**src/source/noc_config.svh**
```systemverilog
//############################
// router-wide constants for the
// mesh switch allocator.
//############################
`ifndef NOC_CONFIG_SVH
`define NOC_CONFIG_SVH

// north, south, west, east, local.
`define NOC_PORTS 5

// fixed packet length, head included.
`define NOC_PKT_FLITS 4

// buffer depth of the next router.
`define NOC_CREDITS 4

`define NOC_COORD_W 4 // bits per mesh coordinate.

`endif
```
**src/source/noc_flit_pkg.sv**
```systemverilog
//############################
// flit word, read as header
// or as body.
//############################
`include "noc_config.svh"

package noc_flit_pkg;

	// only the first flit of a packet is a header.
	typedef union packed {
		struct packed {
			logic [`NOC_COORD_W-1:0] dst_y;
			logic [`NOC_COORD_W-1:0] dst_x;
			logic [`NOC_COORD_W-1:0] src_y;
			logic [`NOC_COORD_W-1:0] src_x;
		} hdr;
		logic [4*`NOC_COORD_W-1:0] body; // plain payload.
	} noc_flit_u;

endpackage

```
**src/source/noc_port_pkg.sv**
```systemverilog
//############################
// port numbering of the router.
//############################
`include "noc_config.svh"

package noc_port_pkg;

	// port number, also the round-robin order.
	typedef enum logic [2:0] {
		PORT_N = 3'd0,
		PORT_S = 3'd1,
		PORT_W = 3'd2,
		PORT_E = 3'd3,
		PORT_L = 3'd4
	} noc_port_e;

	// one bit per port, indexed by noc_port_e.
	typedef logic [`NOC_PORTS-1:0] noc_port_vec_t;

endpackage

```
**src/source/router_arbiter.sv**
```systemverilog
//############################
// switch allocation top of the
// five-port mesh router.
//############################
`timescale 1ns/100ps
`include "noc_config.svh"

module router_arbiter
	import noc_port_pkg::*;
	import noc_flit_pkg::*;
(
	input  logic                      clk,
	input  logic                      rst_n_i,
	input  logic [2*`NOC_COORD_W-1:0] router_xy_i, // {y, x}.
	input  noc_flit_u                 ib_flit_n_i,
	input  noc_flit_u                 ib_flit_s_i,
	input  noc_flit_u                 ib_flit_w_i,
	input  noc_flit_u                 ib_flit_e_i,
	input  noc_flit_u                 ib_flit_l_i,
	input  noc_port_vec_t             ib_valid_i,
	input  noc_port_vec_t             credit_return_i,
	output noc_port_vec_t             ib_read_o,
	output noc_port_vec_t             out_valid_o,
	output logic [2:0]                out_src_n_o,
	output logic [2:0]                out_src_s_o,
	output logic [2:0]                out_src_w_o,
	output logic [2:0]                out_src_e_o,
	output logic [2:0]                out_src_l_o
);

	noc_flit_u     flit [`NOC_PORTS];
	noc_port_vec_t req [`NOC_PORTS]; // wanted output per input.
	noc_port_vec_t last_flit;

	assign flit[PORT_N] = ib_flit_n_i;
	assign flit[PORT_S] = ib_flit_s_i;
	assign flit[PORT_W] = ib_flit_w_i;
	assign flit[PORT_E] = ib_flit_e_i;
	assign flit[PORT_L] = ib_flit_l_i;

	for (genvar p = 0; p < `NOC_PORTS; p++) begin : g_in
		noc_route_stage u_rs (
			.clk         (clk),
			.rst_n_i     (rst_n_i),
			.router_xy_i (router_xy_i),
			.ib_flit_i   (flit[p]),
			.ib_valid_i  (ib_valid_i[p]),
			.ib_read_i   (ib_read_o[p]),
			.req_o       (req[p]),
			.last_flit_o (last_flit[p])
		);
	end

	switch_allocator u_sa (
		.clk             (clk),
		.rst_n_i         (rst_n_i),
		.req_n_i         (req[PORT_N]),
		.req_s_i         (req[PORT_S]),
		.req_w_i         (req[PORT_W]),
		.req_e_i         (req[PORT_E]),
		.req_l_i         (req[PORT_L]),
		.last_flit_i     (last_flit),
		.ib_valid_i      (ib_valid_i),
		.credit_return_i (credit_return_i),
		.ib_read_o       (ib_read_o),
		.out_valid_o     (out_valid_o),
		.out_src_n_o     (out_src_n_o),
		.out_src_s_o     (out_src_s_o),
		.out_src_w_o     (out_src_w_o),
		.out_src_e_o     (out_src_e_o),
		.out_src_l_o     (out_src_l_o)
	);

endmodule

```
**src/source/switch_allocator.sv**
```systemverilog
//############################
// output arbiters, credits and
// pop strobes of the router.
//############################
`timescale 1ns/100ps
`include "noc_config.svh"

module switch_allocator
	import noc_port_pkg::*;
(
	input  logic          clk,
	input  logic          rst_n_i,
	input  noc_port_vec_t req_n_i,
	input  noc_port_vec_t req_s_i,
	input  noc_port_vec_t req_w_i,
	input  noc_port_vec_t req_e_i,
	input  noc_port_vec_t req_l_i,
	input  noc_port_vec_t last_flit_i,
	input  noc_port_vec_t ib_valid_i,
	input  noc_port_vec_t credit_return_i,
	output noc_port_vec_t ib_read_o,
	output noc_port_vec_t out_valid_o,
	output logic [2:0]    out_src_n_o,
	output logic [2:0]    out_src_s_o,
	output logic [2:0]    out_src_w_o,
	output logic [2:0]    out_src_e_o,
	output logic [2:0]    out_src_l_o
);

	noc_port_e     owner [`NOC_PORTS];
	noc_port_vec_t credit_ok;

	for (genvar o = 0; o < `NOC_PORTS; o++) begin : g_out
		noc_port_vec_t out_req; // inputs that want output o.

		assign out_req = {req_l_i[o], req_e_i[o], req_w_i[o], req_s_i[o], req_n_i[o]};

		rr_output_arbiter u_arb (
			.clk         (clk),
			.rst_n_i     (rst_n_i),
			.req_i       (out_req),
			.last_flit_i (last_flit_i),
			.ib_valid_i  (ib_valid_i),
			.credit_ok_i (credit_ok[o]),
			.send_o      (out_valid_o[o]),
			.owner_o     (owner[o])
		);

		output_credit_counter u_cc (
			.clk             (clk),
			.rst_n_i         (rst_n_i),
			.send_i          (out_valid_o[o]),
			.credit_return_i (credit_return_i[o]),
			.credit_ok_o     (credit_ok[o])
		);
	end

	// each send pops one flit from its owner.
	always_comb begin
		ib_read_o = '0;
		for (int o = 0; o < `NOC_PORTS; o++)
			if (out_valid_o[o])
				ib_read_o[owner[o]] = 1'b1;
	end

	assign out_src_n_o = owner[PORT_N];
	assign out_src_s_o = owner[PORT_S];
	assign out_src_w_o = owner[PORT_W];
	assign out_src_e_o = owner[PORT_E];
	assign out_src_l_o = owner[PORT_L];

endmodule

```
**src/source/output_credit_counter.sv**
```systemverilog
//############################
// free slots in the buffer of
// the next router.
//############################
`timescale 1ns/100ps
`include "noc_config.svh"

module output_credit_counter (
	input  logic clk,
	input  logic rst_n_i,
	input  logic send_i,
	input  logic credit_return_i,
	output logic credit_ok_o
);

	localparam int CNT_W = $clog2(`NOC_CREDITS + 1);

	logic [CNT_W-1:0] cnt_q;

	always_ff @(posedge clk) begin
		if (!rst_n_i) begin
			cnt_q <= CNT_W'(`NOC_CREDITS); // downstream starts empty.
		end else begin
			case ({send_i, credit_return_i})
				2'b10:   cnt_q <= cnt_q - 1'b1;
				2'b01:   cnt_q <= cnt_q + 1'b1;
				default: cnt_q <= cnt_q; // both or none.
			endcase
		end
	end

	// send allowed only with a free slot.
	assign credit_ok_o = (cnt_q != '0);

endmodule

```
**src/source/rr_output_arbiter.sv**
```systemverilog
//############################
// round-robin arbiter for one
// output, held for a packet.
//############################
`timescale 1ns/100ps
`include "noc_config.svh"

module rr_output_arbiter
	import noc_port_pkg::*;
(
	input  logic          clk,
	input  logic          rst_n_i,
	input  noc_port_vec_t req_i,
	input  noc_port_vec_t last_flit_i,
	input  noc_port_vec_t ib_valid_i,
	input  logic          credit_ok_i,
	output logic          send_o,
	output noc_port_e     owner_o
);

	logic      busy_q;
	noc_port_e owner_q;
	noc_port_e ptr_q; // first port to look at.
	noc_port_e winner;
	logic      found;
	logic [3:0] idx;

	// first requester at or after the pointer.
	always_comb begin
		found  = 1'b0;
		winner = ptr_q;
		idx    = '0;
		for (int i = 0; i < `NOC_PORTS; i++) begin
			idx = {1'b0, ptr_q} + 4'(i);
			if (idx >= 4'(`NOC_PORTS))
				idx = idx - 4'(`NOC_PORTS); // wrap around.
			if (!found && req_i[idx[2:0]]) begin
				found  = 1'b1;
				winner = noc_port_e'(idx[2:0]);
			end
		end
	end

	always_ff @(posedge clk) begin
		if (!rst_n_i) begin
			busy_q  <= 1'b0;
			owner_q <= PORT_N;
			ptr_q   <= PORT_N;
		end else if (!busy_q) begin
			if (found) begin
				busy_q  <= 1'b1;
				owner_q <= winner;
				// winner goes to the back of the queue.
				ptr_q   <= (winner == PORT_L) ? PORT_N : noc_port_e'(winner + 3'd1);
			end
		end else if (send_o && last_flit_i[owner_q]) begin
			busy_q <= 1'b0; // tail flit leaves now.
		end
	end

	// stalls on an empty buffer or no credit, grant kept.
	assign send_o  = busy_q && ib_valid_i[owner_q] && credit_ok_i;
	assign owner_o = owner_q;

endmodule

```
**src/source/noc_route_stage.sv**
```systemverilog
//############################
// YX route decode and packet
// tracker for one input.
//############################
`timescale 1ns/100ps
`include "noc_config.svh"

module noc_route_stage
	import noc_port_pkg::*;
	import noc_flit_pkg::*;
(
	input  logic                      clk,
	input  logic                      rst_n_i,
	input  logic [2*`NOC_COORD_W-1:0] router_xy_i, // {y, x}.
	input  noc_flit_u                 ib_flit_i,
	input  logic                      ib_valid_i,
	input  logic                      ib_read_i,
	output noc_port_vec_t             req_o,
	output logic                      last_flit_o
);

	localparam int CNT_W = $clog2(`NOC_PKT_FLITS);
	localparam logic [CNT_W-1:0] LAST_CNT = CNT_W'(`NOC_PKT_FLITS - 1);

	logic [`NOC_COORD_W-1:0] my_y;
	logic [`NOC_COORD_W-1:0] my_x;
	noc_port_vec_t           route_d;
	noc_port_vec_t           req_q;
	logic [CNT_W-1:0]        cnt_q; // flits popped so far.
	logic                    busy;

	assign my_y = router_xy_i[2*`NOC_COORD_W-1:`NOC_COORD_W];
	assign my_x = router_xy_i[`NOC_COORD_W-1:0];
	assign busy = |req_q;

	// y first, then x.
	always_comb begin
		route_d = '0;
		if (ib_flit_i.hdr.dst_y > my_y)
			route_d[PORT_N] = 1'b1;
		else if (ib_flit_i.hdr.dst_y < my_y)
			route_d[PORT_S] = 1'b1;
		else if (ib_flit_i.hdr.dst_x > my_x)
			route_d[PORT_E] = 1'b1;
		else if (ib_flit_i.hdr.dst_x < my_x)
			route_d[PORT_W] = 1'b1;
		else
			route_d[PORT_L] = 1'b1;
	end

	always_ff @(posedge clk) begin
		if (!rst_n_i) begin
			req_q <= '0;
			cnt_q <= '0;
		end else if (!busy) begin
			if (ib_valid_i)
				req_q <= route_d; // front flit is a head here.
		end else if (ib_read_i) begin
			if (cnt_q == LAST_CNT) begin
				req_q <= '0; // packet done.
				cnt_q <= '0;
			end else begin
				cnt_q <= cnt_q + 1'b1;
			end
		end
	end

	assign req_o       = req_q;
	assign last_flit_o = busy && (cnt_q == LAST_CNT);

endmodule

```
**config.mk**
```make
export PLATFORM = sky130hd
export DESIGN_NAME = router_arbiter
export DESIGN_NICKNAME = d
export VERILOG_FILES = /design/src/source/noc_flit_pkg.sv /design/src/source/noc_port_pkg.sv /design/src/source/router_arbiter.sv /design/src/source/switch_allocator.sv /design/src/source/output_credit_counter.sv /design/src/source/rr_output_arbiter.sv /design/src/source/noc_route_stage.sv
export VERILOG_INCLUDE_DIRS = /design/src /design/src/source
export SDC_FILE = /design/constraint.sdc
export NUM_CORES = 1
export LEC_CHECK = 0
export ABC_AREA = 0
export ABC_CLOCK_PERIOD_IN_PS = 4000
export BUFFER_PORTS_ARGS = -buffer_cell sky130_fd_sc_hd__buf_2
export CAP_MARGIN = 0
export CORE_UTILIZATION = 55
export DETAILED_ROUTE_END_ITERATION = 12
export MAX_ROUTING_LAYER = met4
export PLACE_DENSITY_LB_ADDON = 0.05
export REMOVE_ABC_BUFFERS = 1
export SETUP_SLACK_MARGIN = 0.1
export SLEW_MARGIN = 25
export SYNTH_ARGS = -nofsm -noshare
export SYNTH_HDL_FRONTEND = slang
export SYNTH_SLANG_ARGS = --single-unit
```
**constraint.sdc**
```tcl
create_clock -name clk -period 4 [get_ports clk]
set_input_delay 0.2 -clock clk [delete_from_list [all_inputs] [get_ports clk]]
set_output_delay 0.2 -clock clk [all_outputs]
set_load 0.01 [all_outputs]
```
# Yosys cells after proc, flatten, opt, wreduce, memory -nomap -nowiden
# Cells that the tools add are included.
[classes] div=0 mux=255 multipliers=0 n_shift=0 n_lt_le_gt_ge=80 n_reduce_logical=100 add_sub_neg=65 bitwise_logic=9 n_eq_ne=30
[ops] operator="2-to-1 mux 3 bit" count=60
[ops] operator="2-to-1 mux 5 bit" count=25
[ops] operator="< comparator 3 x 4 -> 1 bit (second input constant)" count=30
[ops] operator="2-to-1 mux 1 bit" count=115
[ops] operator="binary-select mux 1 bit (select 3 bit)" count=35
[ops] operator="greater-or-equal comparator 4 x 3 -> 1 bit (second input constant)" count=20
[ops] operator="subtractor 3 bit (second input constant)" count=25
[ops] operator="logical AND 1 bit" count=45
[ops] operator="adder 3 x 2 -> 4 bit (second input constant)" count=10
[ops] operator="greater-than comparator 4 bit" count=10
[ops] operator="< comparator 4 bit" count=10
[ops] operator="adder 3 x 1 -> 3 bit (second input constant)" count=10
[ops] operator="case mux 3 bit (2 select lines)" count=5
[ops] operator="OR reduction 5 bit" count=5
[ops] operator="adder 3 x 1 -> 4 bit (second input constant)" count=5
[ops] operator="adder 3 x 3 -> 4 bit (second input constant)" count=5
[ops] operator="equality test 2 bit (second input constant)" count=10
[ops] operator="logical NOT 1 bit" count=20
[ops] operator="2-to-1 mux 4 bit" count=5
[ops] operator="inequality test 2 bit (second input constant)" count=10
[ops] operator="bitwise OR 5 bit" count=4
[ops] operator="AND reduction 2 bit" count=10
[ops] operator="nonzero test 2 bit" count=10
[ops] operator="demux 1 bit (select 3 bit)" count=5
[ops] operator="other kinds (10)" count=50
[word_totals] romBits=0 output_inout_bits=25 latch_bits=0 mem_bits_rw=0 ff_bits=85 memories=0

# Logic depth before layout (Yosys ltp)
# Gate-level depths: netlist (run 1).
[depth] word_depth=19 mapped_depth=21

# Modules after synthesis
# A second synthesis (run 1) with hierarchy kept.
[hier_totals] cells_unflattened=1570 hier_area_um2=12801.0
[modules_own_cells] mod="rr_output_arbiter at u_sa.g_out[1].u_arb ..." n_inst=4 area_per_inst_um2=1855.5 seq_area_each_um2=140.1 cells_each=233
[modules_own_cells] mod="noc_route_stage" n_inst=5 area_per_inst_um2=535.5 seq_area_each_um2=140.1 cells_each=63
[modules_own_cells] mod="rr_output_arbiter at u_sa.g_out[0].u_arb" n_inst=1 area_per_inst_um2=1612.8 seq_area_each_um2=140.1 cells_each=206
[modules_own_cells] mod="output_credit_counter" n_inst=5 area_per_inst_um2=162.7 seq_area_each_um2=60.1 cells_each=16
[modules_own_cells] mod="switch_allocator" n_inst=1 area_per_inst_um2=275.3 seq_area_each_um2=0.0 cells_each=37

# Least setup slack after synthesis (run 1)
# Ideal clock, no wire load.
[synth_path] kind="reg2reg" from="register u_sa.g_out[3].u_arb.ptr_q[0]" to="register u_sa.g_out[3].u_arb.ptr_q[2]" stages_incl_launch_ff=20 path_buffers=2 path_slack_ns=0.094 arrival_time_ns=3.785 period_less_slack_ns=3.906 setup_time_ns=0.122 cell_sequence="dfxtp_1 buf_2 inv_1 buf_2 ha_1 inv_1 fa_1 o21ba_2 or2_2 a2111oi_0 o21ai_0 nand2_1 o21ai_0 o21ai_0 a21oi_1 o32ai_1 nor2b_1 ha_1 nor3b_1 o311a_1"
[synth_via] elab_chain_cells=19 word_cells_on_any_way=51 cone_classes="add/sub (10); order compare (5); eq/ne (1); mux (26); reduce/logical (9)"
[synth_rtl] element="start, declared" line="rr_output_arbiter.sv:23" text="noc_port_e ptr_q;"
[synth_rtl] element="start signal, assigned" line="rr_output_arbiter.sv:54" text="ptr_q <= (winner == PORT_L) ? PORT_N : noc_port_e'(winner + 3'd1);"
[synth_rtl] element="branches (longest 16 deep; another with adder 3 x 1 -> 4 bit)"
[synth_rtl] element="2-to-1 mux 3 bit *" line="rr_output_arbiter.sv:37" text="if (!found && req_i[idx[2:0]]) begin"
[synth_rtl] element="named net u_sa.g_out[3].u_arb.winner[1]" line="rr_output_arbiter.sv:24" text="noc_port_e winner;"
[synth_rtl] element="adder 3 x 1 -> 3 bit / equality test 3 bit (equally long branches)" line="rr_output_arbiter.sv:54"
[synth_rtl] element="2-to-1 mux 3 bit *" line="rr_output_arbiter.sv:54"
# Mark *: on every way through the listed nets, which the timed path passes. The select of a mux whose other input is x is not followed.
# A chain may end at the register's enable or synchronous reset.

# Final worst setup path (run 1)
[layout_path] from="register u_sa.g_out[0].u_arb.ptr_q[0]" to="register u_sa.g_out[0].u_arb.ptr_q[2]"
[layout_via] elab_chain_cells=19 word_cells_on_any_way=51 cone_classes="add/sub (10); order compare (5); eq/ne (1); mux (26); reduce/logical (9)"
[layout_rtl] element="start, declared" line="rr_output_arbiter.sv:23"
[layout_rtl] element="start signal, assigned" line="rr_output_arbiter.sv:54"
[layout_rtl] element="branches (longest 19 deep; another with adder 3 x 1 -> 4 bit)"
# Several ways; the timed one is not identified. The select of a mux whose other input is x is not followed.

==> results.txt, run 1 <==
Most common cell after layout, fill and taps aside: nor2_1
Clock Pin Slew Worst Setup and Hold Paths: 70 ps
Chip width: 145 um
Required @ worst endpoint: 4260 ps
Routability cong.: 0.987
Worst r2r path cells: 15
WHS Path Cells: 3
Layout cells sized above 1: 0.162
Maximum fanout along the worst path: 6
Total number of vias: 11.6k
Max-Cap Viols: 0
Pin count of the biggest net entering global routing: 35
Commonest cells after routing, fill and taps aside: nor2_1, nand2_1, inv_1
Vias in the first global route: 10.2k
Yosys top cell area share: 0.152
Routed Antenna Nets: 0
Fin nets: 1786
Leakage: 5.45 nW
Worst slew pin tran: 990 ps
Fillers: 1815
Die footprint: 20900 um2
Worst r2r src: u_sa.g_out[0].u_arb.ptr_q[0]
I/O pin count: 125
Final slew viol count: 0
Clk buf depth: 2
Crit path kind: register to register
Htree depth: 3
First-pass detailed-route iteration total: 5
Pwr per Cell Area: 736 nW/um2
Drt drc: 0
Placed wire-length estimate: 26.2 mm
Area leader, netlist: dfxtp_1
DRT iter0 DRCs: 670
Syn Inst Count: 1497
Worst Path Arrival: 4010 ps
Hold EP: g_in[4].u_rs.req_o[0]
Worst hold start: ib_valid_i[4]
CTS Buf Count: 9
CTS sink count: 85
Final design instance area without fill: 12500 um2
VDD IR max: 0.000321 V
Die span in y: 145 um
RSZ-0062 raised after global routing: yes
Primary FF master, synth: dfxtp_1
Reg-to-reg slack, setup: 250 ps
Crit path time final: 3750 ps
Area after DPL: 12100 um2
CTS tree: done
Cell Chain, Critical Path: inv_2, ha_1, inv_1, fa_1, or3_1, and3_1, o21ai_1, a22o_1, o211ai_1, nand2_1, a2bb2oi_1, nor2_1, ha_1, or3_1, a31oi_1
First-pass GRT wire length: 52.4 mm
Top cells by area, synth: dfxtp_1, ha_1, mux2i_1
Skew-Pair Late Insertion Delay: 360 ps
Hold crit path type: primary input to register
Total grt overflow: 0
Max Freq: 267 MHz
Area growth syn-to-layout: 11.7%
Core Area: 19700 um2
Clk_skew: 12.5 ps
Vias per cell: 6.26
Post-Route WL: 33.6 mm
Final period utilization: 0.938
EDFF count, synth: 0
Min Hold Slack: 218 ps
Worst path slowest cell: or3_1
Status: completed
Sequential area share after synthesis: 0.152
Mapped Area: 11200 um2
CTS Root Cell: clkbuf_16
Routed WL per cell: 18.2 um
Worst stage delay on the critical path: 430 ps
Number of core rows: 51
Final setup violation count: 0
Starting Density: 0.567
Number of buffers added on ports: 84
Final Hold Fails: 0
Post-synth ARST share: 0
Relative slew slack: 0.329
Postcts setup bufs: 0
Number of synthesized register bits: 85
Crit path launch type: register
Crit. End Element: register
Avg Cell Area, Syn: 7.47 um2
Synth warnings: 0
Overall global routing resource usage: 0.331
Cells after DPL: 1831
Antenna Cells: 0
Synth unique cells: 95
Antenna violations before repair: 0
Reg2Reg Capture Point: u_sa.g_out[0].u_arb.ptr_q[2]
Post-Layout Cell Count: 1847
[layer usage]
layer / share of wire / global-route usage / wire (um) / vias up
li1: - / - / - / 5680
met1: 0.45 / 0.431 / 15200 / 5423
met2: 0.46 / 0.536 / 15500 / 418
met3: 0.066 / 0.0444 / 2230 / 46
met4: 0.021 / 0.0842 / 707 / 0
met5: 0 / - / 0 / -
[area by class of cell]
class / instances / area (um2) / share of cell area
timing repair buffer: 154 / 950 / 0.0761
multi-input combinational: 1219 / 8780 / 0.704
inverter: 108 / 405 / 0.0325
sequential: 85 / 1700 / 0.136
clock buffer: 10 / 239 / 0.0191
clock inverter: 6 / 70.1 / 0.00561
tap: 265 / 332 / 0.0266
[worst max-delay path, delay by kind of cell (launching register included)]
family	cells	cell delay, ps
AO/OA/AOI/OAI	5	1070
flip-flops	1	400
buffers and inverters	2	200
adder cells (fa/ha/maj)	3	780
AND/OR/NAND/NOR	5	1220
[cells by family (layout without fill, tap and decap cells)]
logic type	after synthesis	after routing	synth area share
mux	84	84	0.0899
compound gates	440	440	0.274
fa+ha+maj	109	109	0.129
simple gates	556	556	0.259
xor+xnor	30	30	0.0242
flops	85	85	0.152
buf+inv	193	278	0.0717
[through the flow]
stage	power [W]	setup TNS, ps	setup slack (ps)	util
final	0.00919	0	250	0.633
after global routing	0.00999	0	73.6	0.633
after CTS	0.00893	0	133	0.627
after detailed placement	0.00800	0	129	0.612
after global placement	0.00790	0	230	0.612
after floorplan	0.00618	-1820	-371	-
[registers in the layout (all words and copies together) (netlist names)]
signal and flops:
u_sa.g_out.u_cc.cnt_q 15, u_sa.g_out.u_arb.ptr_q 15, g_in.u_rs.cnt_q 10, g_in.u_rs.req_o 25
u_sa.g_out.u_arb.busy_q 5, u_sa.g_out.u_arb.owner_o 15
[worst max-delay path by stage]
stage / startpoint / end / slack, ps / cells after the start
final: u_sa.g_out[0].u_arb.ptr_q[0] / u_sa.g_out[0].u_arb.ptr_q[2] / 250 / 15
after floorplan: u_sa.g_out[3].u_arb.ptr_q[0] / u_sa.g_out[3].u_arb.ptr_q[0] / -370 / 11
after global routing: u_sa.g_out[3].u_arb.ptr_q[1] / u_sa.g_out[3].u_arb.ptr_q[0] / 70 / 15
after CTS: u_sa.g_out[3].u_arb.ptr_q[0] / u_sa.g_out[3].u_arb.ptr_q[2] / 130 / 15
after global placement: u_sa.g_out[3].u_arb.ptr_q[0] / u_sa.g_out[3].u_arb.ptr_q[2] / 230 / 17
after detailed placement: u_sa.g_out[3].u_arb.ptr_q[0] / u_sa.g_out[3].u_arb.ptr_q[2] / 130 / 15
[power breakdown]
part	switching (W)	total, W	internal, W
Sequential	0.000314	0.00137	0.00106
Combinational	0.00394	0.00693	0.00299
Clock	0.000378	0.000885	0.000507
Total	0.00464	0.00919	0.00455
[synth_stat cells, drive strengths merged (10+ instances only)]
cell     count
a211oi      16
nand2b      43
a21o        21
nor2b       41
nand4       22
nand3b      14
ha          99
o31ai       13
xor2        12
o22ai       20
and2        22
a31oi       22
a22oi       12
mux2        11
o21ai       88
nand3       32
nand2      117
xnor2       18
mux4        12
a21oi       96
buf         40
nor3        30
clkbuf      45
a211o       11
fa          10
a2111oi     10
inv        108
or2         11
or3         21
and3        14
nor3b       14
dfxtp       85
mux2i       61
o211ai      11
nor2       135
[timing repair]
action,in CTS,in global routing
resized for setup,0,33
setup endpoints to repair,0,13
hold buffers,0,0
No activity file was read; power rests on OpenSTA's default activity.
==> run 2, diff against run 1 <==
- RECOVER_POWER: unset -> 25
- SLEW_MARGIN: 25 -> unset
==> run 2 against run 1 <==
Effect of this change: worst setup slack improved by 9.5 ps; design area shrank 0.25%; routed wire length rose by 0.24%; sequential power is essentially flat; non-clock buffer count is the same; utilization decreased by 0.16 points; count of clock-buffer cells in the layout is the same; sequential share of layout area about the same; highest routed layer unchanged; critical path depth did not move; combinational power about the same; die area stayed put; the run now ends with capacitance limit left; via count about the same.
==> results.txt, run 2 (synthesis gave the netlist of run 1 again) <==
Status: complete, but fails checks
Failing checks: capacitance limit
Clock group share of total power: 0.097
Crit. End Element: register
Hold crit path type: primary input to register
Antenna Cells: 0
Final slew viol count: 0
Worst r2r path cells: 15
RSZ-0062 raised after global routing: yes
Int Power: 0.00453 W
Antenna violations before repair: 0
Cells after DPL: 1831
WHS Path Cells: 3
Area growth syn-to-layout: 11.4%
Clk_skew: 12.3 ps
Crit path kind: register to register
Total grt overflow: 0
Reg2Reg Capture Point: u_sa.g_out[3].u_arb.ptr_q[2]
Worst Path Arrival: 3990 ps
Maximum fanout along the worst path: 5
Number of buffers added on ports: 84
Die footprint: 20900 um2
Hold EP: g_in[4].u_rs.req_o[0]
Crit path time final: 3740 ps
Htree depth: 3
Postcts setup bufs: 0
Final period utilization: 0.935
Pre-CTS setup slack: 129 ps
I/O pin count: 125
Gate power share: 0.754
Routed WL per cell: 18.2 um
Chip width: 145 um
Total number of vias: 11.6k
Area after DPL: 12100 um2
Pwr per Cell Area: 736 nW/um2
Worst Slack Setup Final: 259 ps
Crit path launch type: register
Worst r2r src: u_sa.g_out[3].u_arb.ptr_q[1]
Pin count of the biggest net entering global routing: 35
Net Switching: 0.00464 W
Vias in the first global route: 10.2k
Routed Antenna Nets: 0
Reg-to-reg slack, setup: 260 ps
Overall global routing resource usage: 0.331
Most common cell after layout, fill and taps aside: nor2_1
Clk buf depth: 2
Max-Cap Viols: 1
First-pass GRT wire length: 52.4 mm
Post-Route WL: 33.7 mm
Drt drc: 0
Post-Layout Cell Count: 1847
Final design instance area without fill: 12500 um2
Relative slew slack: 0.0188
Core Area: 19700 um2
Worst hold start: ib_valid_i[4]
CTS Root Cell: clkbuf_16
CTS tree: done
DRT iter0 DRCs: 726
CTS Buf Count: 9
Worst slew pin tran: 1450 ps
VDD IR max: 0.000320 V
Placed wire-length estimate: 26.2 mm
Number of core rows: 51
First-pass detailed-route iteration total: 5
Share of power burned in registers: 0.149
Layout cells sized above 1: 0.149
Starting Density: 0.567
Routability cong.: 0.987
Leakage: 5.37 nW
Commonest cells after routing, fill and taps aside: nor2_1, nand2_1, inv_1
Max reg flops: 25
Total Power: 0.00917 W
Switch share: 0.506
Final setup violation count: 0
Skew-Pair Late Insertion Delay: 360 ps
Die span in y: 145 um
CTS sink count: 85
Vias per cell: 6.26
Max Freq: 267 MHz
Final Hold Fails: 0
Setup_tns: 0 ps
Required @ worst endpoint: 4250 ps
Fin nets: 1786
Clock Pin Slew Worst Setup and Hold Paths: 70 ps
run 2: cell types whose count changed in the layout (fill, tap and decap cells not counted):
cell      before  now
clkbuf_1       0   21
buf_2         84   65
buf_4         69   67
o311ai_0       3    5
o311ai_1       5    3
run 2: repair_timing:
action,CTS,global route
setup endpoints to repair,0,13
hold buffers,0,0
resized for setup,0,33
run 2: per-layer routing:
metal  wire length, um  vias up  share of wire  track usage
met2             15500      411           0.46        0.536
met5                 0        -              0            -
met1             15300     5427           0.46        0.431
met3              2120       53          0.063       0.0444
li1                  -     5670              -            -
met4               742        0          0.022       0.0842
run 2: stage by stage:
step / hold WS, ps / util
floorplan: 272 / -
global placement: 461 / 0.612
detailed placement: 474 / 0.612
CTS: 211 / 0.627
global route: 218 / 0.632
finish: 216 / 0.632
run 2: area by class of cell:
| cell class | instances | area [um2] |
|---|---|---|
| Multi-Input combinational cell | 1219 | 8780 |
| Fill cell | 1827 | 7260 |
| Sequential cell | 85 | 1700 |
| Timing Repair Buffer | 154 | 918 |
| Inverter | 108 | 405 |
| Tap cell | 265 | 332 |
| Clock buffer | 10 | 239 |
| Clock inverter | 6 | 70.1 |
run 2: worst max path at each step:
stage | slack (ps) | cells after the start | to | from
finish | 260 | 15 | u_sa.g_out[3].u_arb.ptr_q[2] | u_sa.g_out[3].u_arb.ptr_q[1]
global route | 70 | 15 | u_sa.g_out[3].u_arb.ptr_q[0] | u_sa.g_out[3].u_arb.ptr_q[1]
CTS | 130 | 15 | u_sa.g_out[3].u_arb.ptr_q[2] | u_sa.g_out[3].u_arb.ptr_q[0]
detailed placement | 130 | 15 | u_sa.g_out[3].u_arb.ptr_q[2] | u_sa.g_out[3].u_arb.ptr_q[0]
global placement | 230 | 17 | u_sa.g_out[3].u_arb.ptr_q[2] | u_sa.g_out[3].u_arb.ptr_q[0]
floorplan | -370 | 11 | u_sa.g_out[3].u_arb.ptr_q[0] | u_sa.g_out[3].u_arb.ptr_q[0]
run 2: power by group through the flow:
stage	Combinational (W)	Sequential, W	Clock [W]
final	0.00691	0.00137	0.000889
after global routing	0.00764	0.00140	0.000932
after CTS	0.00668	0.00136	0.000889
after detailed placement	0.00663	0.00137	0
after global placement	0.00653	0.00137	0
after floorplan	0.00475	0.00143	0
run 2: critical path: stages (launching register included):
cell and delay [ps]:
dfxtp_1 460, ha_1 260, inv_1 70, fa_1 470, o21ba_2 170, or2_2 300
a2111oi_2 420, o21ai_2 160, a31oi_1 190, o221ai_1 170, o32a_1 200, a21o_1 190
inv_1 60, ha_1 150, nor3b_1 50, o311a_1 320
